==> config.mk <==
export PLATFORM = sky130hd
export DESIGN_NAME = way_select
export DESIGN_NICKNAME = d
export VERILOG_FILES = /design/src/verilog/dcache_pkg.sv /design/src/verilog/way_select.sv
export VERILOG_INCLUDE_DIRS = /design/src /design/src/verilog
export SDC_FILE = /design/constraint.sdc
export NUM_CORES = 1
export LEC_CHECK = 0
export BUFFER_PORTS_ARGS = -buffer_cell sky130_fd_sc_hd__buf_2
export CAP_MARGIN = 10
export CORE_AREA = 10 10 339 341
export DETAILED_ROUTE_END_ITERATION = 8
export DIE_AREA = 0 0 349 351
export PLACE_DENSITY = 0.3
export SLEW_MARGIN = 30
export SYNTH_ARGS = -nofsm -noshare
export SYNTH_HDL_FRONTEND = slang
export SYNTH_SLANG_ARGS = --single-unit
==> constraint.sdc <==
create_clock -name vclk -period 3.6
set_input_delay 0.72 -clock vclk [all_inputs]
set_output_delay 0.72 -clock vclk [all_outputs]
set_load 0.03 [all_outputs]
==> src/verilog/dcache_settings.svh <==
`ifndef DCACHE_SETTINGS_SVH
`define DCACHE_SETTINGS_SVH

// address split
`define ADDR_SIZE   32
`define DATA_SIZE   32
`define TAG_SIZE    20
`define INDEX_SIZE  7
`define OFFSET_SIZE 5

// geometry
`define BANK_NUM    8
`define SET_NUM     128
`define WAY_NUM     2

`define STRB_SIZE     (`DATA_SIZE / 8)
`define WORD_OFF_SIZE (`OFFSET_SIZE - 2)    // word select inside a line

// field positions in a byte address
`define TAG_LOC   `ADDR_SIZE-1:`ADDR_SIZE-`TAG_SIZE
`define INDEX_LOC `OFFSET_SIZE+`INDEX_SIZE-1:`OFFSET_SIZE
`define WORD_LOC  `OFFSET_SIZE-1:2

`endif
==> src/verilog/dcache_pkg.sv <==
`include "dcache_settings.svh"

package dcache_pkg;

    typedef logic [`DATA_SIZE-1:0] word_t;

    typedef word_t [`BANK_NUM-1:0] line_t;   // word 0 sits in the low bits

    // payload of the tag rams
    typedef struct packed {
        logic                 valid;
        logic [`TAG_SIZE-1:0] tag;
    } tagv_t;

    typedef enum logic [1:0] {
        IDLE_LOOKUP,
        WRITEBACK,
        REFILL,
        FILL_WRITE
    } ctrl_state_e;

endpackage

==> src/verilog/way_select.sv <==
`include "dcache_settings.svh"

module way_select
    import dcache_pkg::*;
(
    input  word_t [`WAY_NUM-1:0][`BANK_NUM-1:0] bank_rdata_i,
    input  tagv_t [`WAY_NUM-1:0]                tagv_i,
    input  logic [`TAG_SIZE-1:0]                look_tag_i,
    input  logic [`WORD_OFF_SIZE-1:0]           look_offset_i,
    input  logic                                victim_way_i,
    output logic                                hit_o,
    output logic                                hit_way_o,
    output word_t                               rdata_o,
    output line_t                               victim_line_o,
    output logic [`TAG_SIZE-1:0]                victim_tag_o
);

    logic [`WAY_NUM-1:0] way_hit;

    always_comb begin
        for (int w = 0; w < `WAY_NUM; w++) begin
            way_hit[w] = tagv_i[w].valid && tagv_i[w].tag == look_tag_i;
        end
    end

    // at most one way matches, so the encoder needs no priority
    always_comb begin
        hit_way_o = 1'b0;
        for (int w = 1; w < `WAY_NUM; w++) begin
            if (way_hit[w]) begin
                hit_way_o = 1'b1;
            end
        end
    end

    assign hit_o   = |way_hit;
    assign rdata_o = bank_rdata_i[hit_way_o][look_offset_i];

    // line and tag of the way picked for eviction
    assign victim_line_o = bank_rdata_i[victim_way_i];
    assign victim_tag_o  = tagv_i[victim_way_i].tag;

endmodule

==> results.sh <==
export IMPL_rows=121
export IMPL_cap_violations=0
export IMPL_status="finished, violations left"
export IMPL_synth_warnings=0
export IMPL_arrival_ns=3.51
export IMPL_fin_crit_sh_pct=117.6
export IMPL_wire_per_inst_um=30.67
export IMPL_n_clock_buffer=0
export IMPL_crit_fanout=3
export IMPL_syn_area_um2=8085
export IMPL_vias=12350
export IMPL_avgSynthCellArea_um2=8.914
export IMPL_first_global_vias=13290
export IMPL_hold_depth=3
export IMPL_grt_pass1_wl_um=128200
export IMPL_whs_endpoint="victim_line_o[113]"
export IMPL_antenna_found_initial=41
export IMPL_dpl_hpwl_um=88690
export IMPL_regArea_um2=0
export IMPL_layout_drive_gt1_share_pct=83.21
export IMPL_crit_required_ns=2.88
export IMPL_dieArea_um2=122500
export IMPL_finalWirelength_um=101300
export IMPL_hold_path_class="in -> out"
export IMPL_fin_total_pwr_mw=2.696
export IMPL_cp_start_kind="input pin"
export IMPL_syn_nets=1485
export IMPL_fin_crit_ns=4.234
export IMPL_final_common_cell="buf_2"
export IMPL_syn_inst=907
export IMPL_via_per_inst=3.738
export IMPL_critPathKind="in -> out"
export IMPL_synth_seq_area_share_pct=0
export IMPL_grtUsageTotal_pct=15.24
export IMPL_gp_congestion=0.9361
export IMPL_seq_cells=0
export IMPL_yosysTopAreaCellShare_pct=51.11
export IMPL_fin_util_pct=15.64
export IMPL_grt_max_degree=60
export IMPL_cp_end_kind="primary output"
export IMPL_max_vdd_ir_drop_v=0.00005999
export IMPL_chipHeight_um=351
export IMPL_coreArea_um2=108100
export IMPL_ios=888
export IMPL_overflow=0
export IMPL_drcViolationCount=0
export IMPL_p_leak_nw=7.454
export IMPL_antenna_left=0
export IMPL_final_cell_mix="840 x buf_2, 353 x mux2_2, 154 x buf_4, 36 x a221oi_2, 33 x mux2i_1"
export IMPL_yosysTopAreaCell="mux2_2"
export IMPL_rsz0062_at_grt="yes"
export IMPL_tightestPinTransition_ns=0.6682
export IMPL_slew_limit_headroom_pct=55.26
export IMPL_fmax_mhz=236.2
export IMPL_portBuffers=888
export IMPL_violations="setup timing"
export IMPL_syn2layout_area_growth_pct=109.1
export IMPL_holdCritStartpoint="bank_rdata_i[113]"
export IMPL_whs_ns=1.834
export IMPL_nets=2456
export IMPL_synth_distinct_cells=44
export IMPL_dieWidth_um=349
export IMPL_slew_violations=0
export IMPL_start_util_pct=7.480
export IMPL_p_per_area_nw_per_um2=159.5
export IMPL_synth_area_top_cells="mux2_2 51%, mux4_2 7.8%, a221oi_1 6.5%"
export IMPL_setup_violations=32
export IMPL_setup_ws_ns=-0.6339
export IMPL_dr_pass1_iters=5
export IMPL_drtIter0Drc=561
export IMPL_hold_viol=0
[stage by stage]
| stage | setup WS, ns | instance area [µm²] | instances | setup TNS, ns |
|---|---|---|---|---|
| floorplan | -0.03911 | 8173 | 907 | -0.3532 |
| global placement | -1.218 | 15400 | 3259 | -24.47 |
| detailed placement | -1.206 | 15400 | 3259 | -25.85 |
| CTS | -0.6624 | 16450 | 3284 | -15.93 |
| global route | -0.7396 | 16870 | 3292 | -17.67 |
| finish | -0.6339 | 16900 | 3303 | -13.48 |
[worst max-delay path by stage]
stage / to / startpoint / slack [ns] / cells past startpoint
4_1_cts: rdata_o[29] / look_tag_i[6] / -0.66 / 12
3_3_place_gp: rdata_o[29] / tagv_i[31] / -1.22 / 12
5_1_grt: rdata_o[29] / tagv_i[32] / -0.74 / 12
2_1_floorplan: rdata_o[27] / tagv_i[31] / -0.04 / 9
3_5_place_dp: rdata_o[29] / tagv_i[29] / -1.21 / 12
6_report: rdata_o[29] / tagv_i[27] / -0.63 / 12
[area by class of cell]
type	instances	area [µm²]
repair buffers	1060	6486
multi-input cells	783	8488
fillers	12550	91190
well taps	1414	1769
diodes	13	32.53
inverters	33	126.4
[cells in the mapped netlist (3+ instances only)]
cell        n
inv_1      33
nand2_1     8
nand3_1     8
buf_2      12
clkbuf_1   75
o211ai_1   31
nand4_1     6
nor4_1      6
xor2_1     22
mux4_2     28
nor2_1     36
a21oi_1    33
o21ai_0    33
and2_1     30
mux4_1      3
mux2_2    367
nor3_1      4
a221oi_1   60
xnor2_1    18
a22oi_1    31
mux2i_1    33
[worst max-delay path, stage by stage]
cell and delay [ns]:
buf_6 0.11, xor2_4 0.18, nor4_2 0.30, buf_4 0.17
nand4_4 0.08, nor2_4 0.16, buf_12 0.14, mux4_2 0.53
a221oi_4 0.34, buf_4 0.17, o211ai_1 0.27, buf_4 0.29
[metal layers]
metal,routed length (µm),vias up,GRT usage (%)
li1,-,5540,-
met1,42150,6119,19.33
met2,49380,596,26.78
met3,8679,65,4.064
met4,930,28,0.7211
met5,176,-,0
[where the power goes]
part	total, mW	switching (mW)	internal, mW	leakage (nW)
sequential	0	0	0	0
combinational	2.70	1.68	1.02	7.45
clock	0.000000375	0	0.000000375	0.0000855
total	2.70	1.68	1.02	7.45
[repair_timing]
action | in CTS | in global routing
endpoints found under the setup margin | 32 | 32
resized for setup | 148 | 82
cloned | 5 | 1
pin swaps | 33 | 41
hold buffers | 0 | 0
buffers inserted | 22 | 12
[kinds of logic (layout without fill, tap and decap cells)]
logic type	after synthesis	count (layout)	synth area share [%]
compound gates	198	198	17.49
xor+xnor	40	40	4.333
buf+inv	124	1093	6.376
mux	431	431	63.97
other cells	0	13	0
simple gates	114	114	7.830
(Power assumes the default switching activity.)
