===== config.mk =====
export PLATFORM = sky130hd
export DESIGN_NAME = dcache_ctrl
export DESIGN_NICKNAME = d
export VERILOG_FILES = /design/src/verilog/dcache_pkg.sv /design/src/verilog/dcache_ctrl.sv
export VERILOG_INCLUDE_DIRS = /design/src /design/src/verilog
export SDC_FILE = /design/constraint.sdc
export NUM_CORES = 1
export LEC_CHECK = 0
export BUFFER_PORTS_ARGS = -buffer_cell sky130_fd_sc_hd__buf_2
export CORE_AREA = 2 2 507 509
export CTS_CLUSTER_DIAMETER = 120
export CTS_CLUSTER_SIZE = 28
export DETAILED_ROUTE_END_ITERATION = 8
export DIE_AREA = 0 0 509 511
export SYNTH_ARGS = -nofsm -noshare
export SYNTH_HDL_FRONTEND = slang
export SYNTH_SLANG_ARGS = --single-unit

===== constraint.sdc =====
create_clock -name clk -period 10.7 [get_ports clk]
set_clock_uncertainty 0.1 [all_clocks]
set_input_delay 1.605 -clock clk [delete_from_list [all_inputs] [get_ports clk]]
set_output_delay 1.605 -clock clk [all_outputs]
set_load 0.1 [all_outputs]

===== src/verilog/dcache_settings.svh =====
`ifndef DCACHE_SETTINGS_SVH
`define DCACHE_SETTINGS_SVH

// address split
`define ADDR_SIZE   32
`define DATA_SIZE   32
`define TAG_SIZE    20
`define INDEX_SIZE  7
`define OFFSET_SIZE 5

// geometry
`define BANK_NUM    8
`define SET_NUM     128
`define WAY_NUM     2

`define STRB_SIZE     (`DATA_SIZE / 8)
`define WORD_OFF_SIZE (`OFFSET_SIZE - 2)    // word select inside a line

// field positions in a byte address
`define TAG_LOC   `ADDR_SIZE-1:`ADDR_SIZE-`TAG_SIZE
`define INDEX_LOC `OFFSET_SIZE+`INDEX_SIZE-1:`OFFSET_SIZE
`define WORD_LOC  `OFFSET_SIZE-1:2

`endif

===== src/verilog/dcache_pkg.sv =====
`include "dcache_settings.svh"

package dcache_pkg;

    typedef logic [`DATA_SIZE-1:0] word_t;

    typedef word_t [`BANK_NUM-1:0] line_t;   // word 0 sits in the low bits

    // payload of the tag rams
    typedef struct packed {
        logic                 valid;
        logic [`TAG_SIZE-1:0] tag;
    } tagv_t;

    typedef enum logic [1:0] {
        IDLE_LOOKUP,
        WRITEBACK,
        REFILL,
        FILL_WRITE
    } ctrl_state_e;

endpackage


===== src/verilog/dcache_ctrl.sv =====
`include "dcache_settings.svh"

module dcache_ctrl
    import dcache_pkg::*;
(
    input  logic                               clk,
    input  logic                               reset,
    input  logic                               req_valid_i,
    input  logic                               req_write_i,
    input  logic [`ADDR_SIZE-1:0]              req_addr_i,
    input  logic [`STRB_SIZE-1:0]              req_wstrb_i,
    input  word_t                              req_wdata_i,
    output logic                               addr_ok_o,
    output logic                               data_ok_o,
    output logic                               cache_miss_o,
    input  logic                               hit_i,
    input  logic                               hit_way_i,
    input  line_t                              victim_line_i,
    input  logic [`TAG_SIZE-1:0]               victim_tag_i,
    input  word_t                              bank_word_i,
    output logic                               victim_way_o,
    output logic                               rd_req_o,
    output logic [`ADDR_SIZE-1:0]              rd_addr_o,
    input  logic                               rd_rdy_i,
    input  logic                               ret_valid_i,
    input  line_t                              ret_data_i,
    output logic                               wr_req_o,
    output logic [`ADDR_SIZE-1:0]              wr_addr_o,
    output line_t                              wr_data_o,
    input  logic                               wr_rdy_i,
    output logic [`INDEX_SIZE-1:0]             ram_addr_o,
    output logic [`WAY_NUM-1:0][`BANK_NUM-1:0] data_we_o,
    output word_t [`BANK_NUM-1:0]              data_wdata_o,
    output logic [`WAY_NUM-1:0]                tag_we_o,
    output tagv_t                              tag_wdata_o,
    output logic [`TAG_SIZE-1:0]               look_tag_o,
    output logic [`WORD_OFF_SIZE-1:0]          look_offset_o
);

    ctrl_state_e               state;
    logic                      look_valid;
    logic                      look_write;
    logic [`ADDR_SIZE-1:0]     look_addr;
    logic [`STRB_SIZE-1:0]     look_wstrb;
    word_t                     look_wdata;
    logic [`INDEX_SIZE-1:0]    look_index;
    logic                      rd_sent;
    logic                      sweeping;
    logic [`INDEX_SIZE-1:0]    sweep_idx;
    line_t                     fill_line;
    logic [`SET_NUM-1:0]       lru;      // points at the way to evict
    logic [`WAY_NUM-1:0]       dirty [`SET_NUM];
    logic                      accept;
    logic                      lookup_hit;
    logic                      lookup_miss;
    word_t                     merged_word;

    function automatic word_t merge_word(word_t old_w, word_t new_w,
                                         logic [`STRB_SIZE-1:0] strb);
        word_t res;
        res = old_w;
        for (int b = 0; b < `STRB_SIZE; b++) begin
            if (strb[b]) begin
                res[8*b +: 8] = new_w[8*b +: 8];
            end
        end
        return res;
    endfunction

    assign look_index    = look_addr[`INDEX_LOC];
    assign look_tag_o    = look_addr[`TAG_LOC];
    assign look_offset_o = look_addr[`WORD_LOC];
    assign victim_way_o  = lru[look_index];
    assign merged_word   = merge_word(bank_word_i, look_wdata, look_wstrb);

    assign lookup_hit  = state == IDLE_LOOKUP && look_valid && hit_i;
    assign lookup_miss = state == IDLE_LOOKUP && look_valid && !hit_i;

    // a write hit owns the ram port during its lookup
    assign addr_ok_o    = !sweeping && state == IDLE_LOOKUP &&
                          !(look_valid && (look_write || !hit_i));
    assign accept       = req_valid_i && addr_ok_o;
    assign data_ok_o    = lookup_hit;
    assign cache_miss_o = lookup_miss;

    assign rd_req_o  = state == REFILL && !rd_sent;
    assign rd_addr_o = {look_addr[`TAG_LOC], look_index, {`OFFSET_SIZE{1'b0}}};
    assign wr_req_o  = state == WRITEBACK;
    assign wr_addr_o = {victim_tag_i, look_index, {`OFFSET_SIZE{1'b0}}};
    assign wr_data_o = victim_line_i;

    always_ff @(posedge clk) begin
        if (reset) begin
            look_valid <= 1'b0;
        end else if (accept) begin
            look_valid <= 1'b1;
        end else if (lookup_hit) begin
            look_valid <= 1'b0;
        end
    end

    always_ff @(posedge clk) begin
        if (accept) begin
            look_write <= req_write_i;
            look_addr  <= req_addr_i;
            look_wstrb <= req_wstrb_i;
            look_wdata <= req_wdata_i;
        end
    end

    // miss sequence, the refilled request looks up again as a hit
    always_ff @(posedge clk) begin
        if (reset) begin
            state   <= IDLE_LOOKUP;
            rd_sent <= 1'b0;
        end else begin
            case (state)
                IDLE_LOOKUP: begin
                    if (lookup_miss) begin
                        state <= dirty[look_index][victim_way_o] ? WRITEBACK : REFILL;
                    end
                end
                WRITEBACK: begin
                    if (wr_rdy_i) begin
                        state <= REFILL;
                    end
                end
                REFILL: begin
                    if (rd_req_o && rd_rdy_i) begin
                        rd_sent <= 1'b1;
                    end
                    if (ret_valid_i) begin
                        state   <= FILL_WRITE;
                        rd_sent <= 1'b0;
                    end
                end
                default: state <= IDLE_LOOKUP;
            endcase
        end
    end

    always_ff @(posedge clk) begin
        if (reset) begin
            sweeping  <= 1'b1;
            sweep_idx <= '0;
        end else if (sweeping) begin
            sweep_idx <= sweep_idx + 1'b1;
            if (sweep_idx == `INDEX_SIZE'(`SET_NUM - 1)) begin
                sweeping <= 1'b0;
            end
        end
    end

    always_ff @(posedge clk) begin
        if (state == REFILL && ret_valid_i) begin
            for (int i = 0; i < `BANK_NUM; i++) begin
                if (look_write && i == int'(look_offset_o)) begin
                    fill_line[i] <= merge_word(ret_data_i[i], look_wdata, look_wstrb);
                end else begin
                    fill_line[i] <= ret_data_i[i];
                end
            end
        end
    end

    always_ff @(posedge clk) begin
        if (sweeping) begin
            lru[sweep_idx]   <= 1'b0;
            dirty[sweep_idx] <= '0;
        end else if (lookup_hit) begin
            lru[look_index] <= ~hit_way_i;
            if (look_write) begin
                dirty[look_index][hit_way_i] <= 1'b1;
            end
        end else if (state == FILL_WRITE) begin
            dirty[look_index][victim_way_o] <= look_write;
        end
    end

    assign ram_addr_o = sweeping ? sweep_idx :
                        accept   ? req_addr_i[`INDEX_LOC] : look_index;

    always_comb begin
        data_we_o         = '0;
        tag_we_o          = '0;
        tag_wdata_o.valid = 1'b1;
        tag_wdata_o.tag   = look_addr[`TAG_LOC];
        for (int b = 0; b < `BANK_NUM; b++) begin
            data_wdata_o[b] = (state == FILL_WRITE) ? fill_line[b] : merged_word;
        end
        if (sweeping) begin
            tag_we_o    = '1;
            tag_wdata_o = '0;   // invalid entry
        end else if (state == FILL_WRITE) begin
            data_we_o[victim_way_o] = '1;
            tag_we_o[victim_way_o]  = 1'b1;
        end else if (lookup_hit && look_write) begin
            data_we_o[hit_way_i][look_offset_o] = 1'b1;
        end
    end

    a_rd_req_hold: assert property (@(posedge clk) disable iff (reset)
        rd_req_o && !rd_rdy_i |=> rd_req_o && $stable(rd_addr_o))
        else $error("dcache_ctrl: rd_req dropped or moved before rd_rdy");

    a_ret_in_refill: assert property (@(posedge clk) disable iff (reset)
        ret_valid_i |-> state == REFILL)
        else $error("dcache_ctrl: ret_valid outside of refill");

endmodule


==> flow_summary.json <==
{
  "clock_sinks": 726,
  "synth_top_flop_cell": "edfxtp_1",
  "cts_resized": 0,
  "worstSkewPairLatency_ns": 0.69,
  "critical_path.endpoint": "data_we_o[3]",
  "via_count": 29300,
  "initialDrtViolationCount": 3501,
  "cp-startpoint": "look_addr[6]",
  "async_reset_ff_frac": 0,
  "power.leakage_nw": 16.0,
  "synth_edf_count": 707,
  "cts_hold_buf": 0,
  "hold_class": "reg2reg",
  "num_rows": 186,
  "fin_crit_ns": 7.77,
  "yosysMostFrequentCell": "edfxtp_1",
  "clk_path_buf_depth": 3,
  "numCtsBuffers": 34,
  "viasPerCell": 4.24,
  "finalWirelength_um": 192000,
  "cts_setup_buffers": 0,
  "die_y_um": 511,
  "synth_area_sq_mm": 0.0389,
  "grtUsageTotal": 0.139,
  "fmax_ghz": 0.129,
  "slew_headroom": 0.0994,
  "rsz0062_at_grt": "false",
  "period_share": 0.726,
  "grt_max_degree": 174,
  "start_util": 0.153,
  "worst_ep_required_time_ns": 9.00,
  "firstDrtPassIters": 5,
  "final_nets": 4118,
  "worst_pin_slew_ns": 1.34,
  "ir_drop_v": 0.0000932,
  "maxCapViolations": 0,
  "r2r_setup_slack_ns": 5.02,
  "reg2reg_to": "dirty[58][0]",
  "hold_viol_final": 0,
  "syn_to_final_growth_pct": 16.3,
  "slew_violations": 0,
  "gp_congestion": 0.941,
  "synth_warnings": 0,
  "drive_gt1_frac": 0.357,
  "numPortBuffers": 727,
  "fp.dieW_um": 509,
  "ys_seq_area_frac": 0.555,
  "ys_ff_latch": 726,
  "endpoint_kind": "output pin",
  "pin_count": 1292,
  "drc": 0,
  "outcome": "completed",
  "grt_pass1_wl_um": 249000,
  "setup-tns-final_ns": 0,
  "antenna_left": 0,
  "cp.arrival_ns": 6.07,
  "startpoint_type": "flip-flop",
  "setup_violations": 0,
  "core_area_sq_mm": 0.255,
  "final_core_util": 0.177,
  "fin_cells": 6918,
  "first_global_vias": 27700,
  "netlist_instances": 3173,
  "wire_per_inst_um": 27.7,
  "crit_fanout": 59,
  "syn_area_per_cell_sq_um": 12.3,
  "synth_top_area_frac": 0.545,
  "clk_pin_slew_ns": 0.12,
  "holdCritStartpoint": "rd_sent",
  "grt_remaining_overflow": 0,
  "reg2reg_from": "look_addr[7]",
  "die-area_sq_mm": 0.260,
  "yosys-top-cells-area": "edfxtp_1, mux2_2, buf_4",
  "critical_path_class": "reg2out",
  "placedCellCount": 6819,
  "synth_top_cell_by_area": "edfxtp_1",
  "antenna_found_initial": 49,
  "synth.distinct_cells": 72,
  "h-tree-depth": 2,
  "fillers": 28100,
  "cts_tree": "yes",
  "yosys-top-cells-count": "edfxtp_1, nor2_1, buf_4, mux2_2, a21o_1",
  "r2r.worst_path.cells": 11,
  "powerDensity_mw_per_mm2": 127,
  "root_buffer": "clkbuf_16",
  "dp_hpwl_um": 145000,
  "whs_ns": 0.432
}
flip-flops by register name (all words and copies together), names as in the netlist, named ones only:
| signal | cells |
|---|---|
| dirty | 256 |
| fill_line | 256 |
| look_addr | 30 |
| look_valid | 1 |
| look_wdata | 32 |
| look_write | 1 |
| look_wstrb | 4 |
| lru | 128 |
| rd_sent | 1 |
| state | 2 |
| sweep_idx | 7 |
| sweeping | 1 |
cell type report:
type | instances | area (sq um) | area share
clock buffer | 44 | 888 | 0.0196
multi-input combinational | 1907 | 14100 | 0.310
sequential | 726 | 21600 | 0.477
inverter | 14 | 53.8 | 0.00119
tap | 3384 | 4230 | 0.0935
clock inverter | 10 | 185 | 0.00409
antenna | 45 | 113 | 0.00249
timing repair buffer | 788 | 4130 | 0.0913
metal layers:
metal / wire length, um / vias to the layer above / global-route usage
met5: 751 / - / 0.0198
met4: 13000 / 22 / 0.0795
met3: 25900 / 311 / 0.0691
met2: 84800 / 2104 / 0.216
met1: 67400 / 14800 / 0.152
li1: - / 12100 / -
cell usage in the layout (no fill, tap or decap), drive strengths merged, types with 10 or more instances in the layout:
| cell | synthesis | routed |
|---|---|---|
| nand2 | 219 | 219 |
| dfxtp | 19 | 19 |
| mux2 | 283 | 283 |
| conb | 1 | 10 |
| a21oi | 28 | 28 |
| a221oi | 18 | 18 |
| nand2b | 22 | 22 |
| nand3 | 34 | 34 |
| o31ai | 28 | 28 |
| nor3 | 15 | 15 |
| mux4 | 60 | 60 |
| clkinv | 3 | 10 |
| a31oi | 11 | 11 |
| o211ai | 79 | 79 |
| edfxtp | 707 | 707 |
| clkbuf | 165 | 44 |
| o21ai | 183 | 183 |
| and2 | 11 | 11 |
| nor2 | 359 | 359 |
| inv | 11 | 14 |
| and3 | 10 | 10 |
| a21o | 257 | 257 |
| buf | 370 | 788 |
| diode | 0 | 45 |
| nor2b | 33 | 33 |
| mux2i | 86 | 86 |
| a32o | 56 | 56 |
how the worst min path moves through the flow:
| stage | slack, ns | to | depth (start not counted) |
|---|---|---|---|
| 4_1_cts | 0.43 | rd_sent | 2 |
| 3_5_place_dp | 0.41 | rd_sent | 2 |
| 2_1_floorplan | 0.38 | rd_sent | 2 |
| 3_3_place_gp | 0.40 | rd_sent | 2 |
| 5_1_grt | 0.49 | rd_sent | 2 |
| 6_report | 0.43 | rd_sent | 2 |
logic make-up (layout without fill, tap and decap cells):
group / count (synthesis) / after routing / synth area share
simple gates: 740 / 740 / 0.0830
buf+inv: 549 / 856 / 0.0873
flops: 726 / 726 / 0.555
mux: 429 / 429 / 0.139
fa+ha+maj: 6 / 6 / 0.00193
xor+xnor: 5 / 5 / 0.00112
other cells: 1 / 55 / 0.0000963
compound gates: 717 / 717 / 0.133
worst max-delay path: stages, from the launching register on:
cell and delay (ns):
edfxtp_1 0.86, buf_4 0.74, nor2b_1 0.38, o2bb2ai_1 0.23, a221oi_1 0.82, or4_1 0.28
a2bb2oi_2 0.32, nand2_1 0.24, a21o_1 0.66, nor2_1 0.27, buf_2 0.45
per-stage QoR:
stage / setup slack (ns) / area, sq um / total power, mW
finish: 2.93 / 45300 / 5.76
global route: 2.88 / 45300 / 5.92
detailed placement: 3.96 / 44100 / 4.15
global placement: 3.99 / 44100 / 4.15
CTS: 3.14 / 45200 / 5.81
floorplan: 2.58 / 39000 / 4.42
where the power goes:
part / internal (mW) / switching [mW]
Combinational: 0.164 / 0.586
Sequential: 3.28 / 0.0593
Clock: 0.628 / 1.03
Total: 4.08 / 1.68
(Power assumes the default switching activity.)
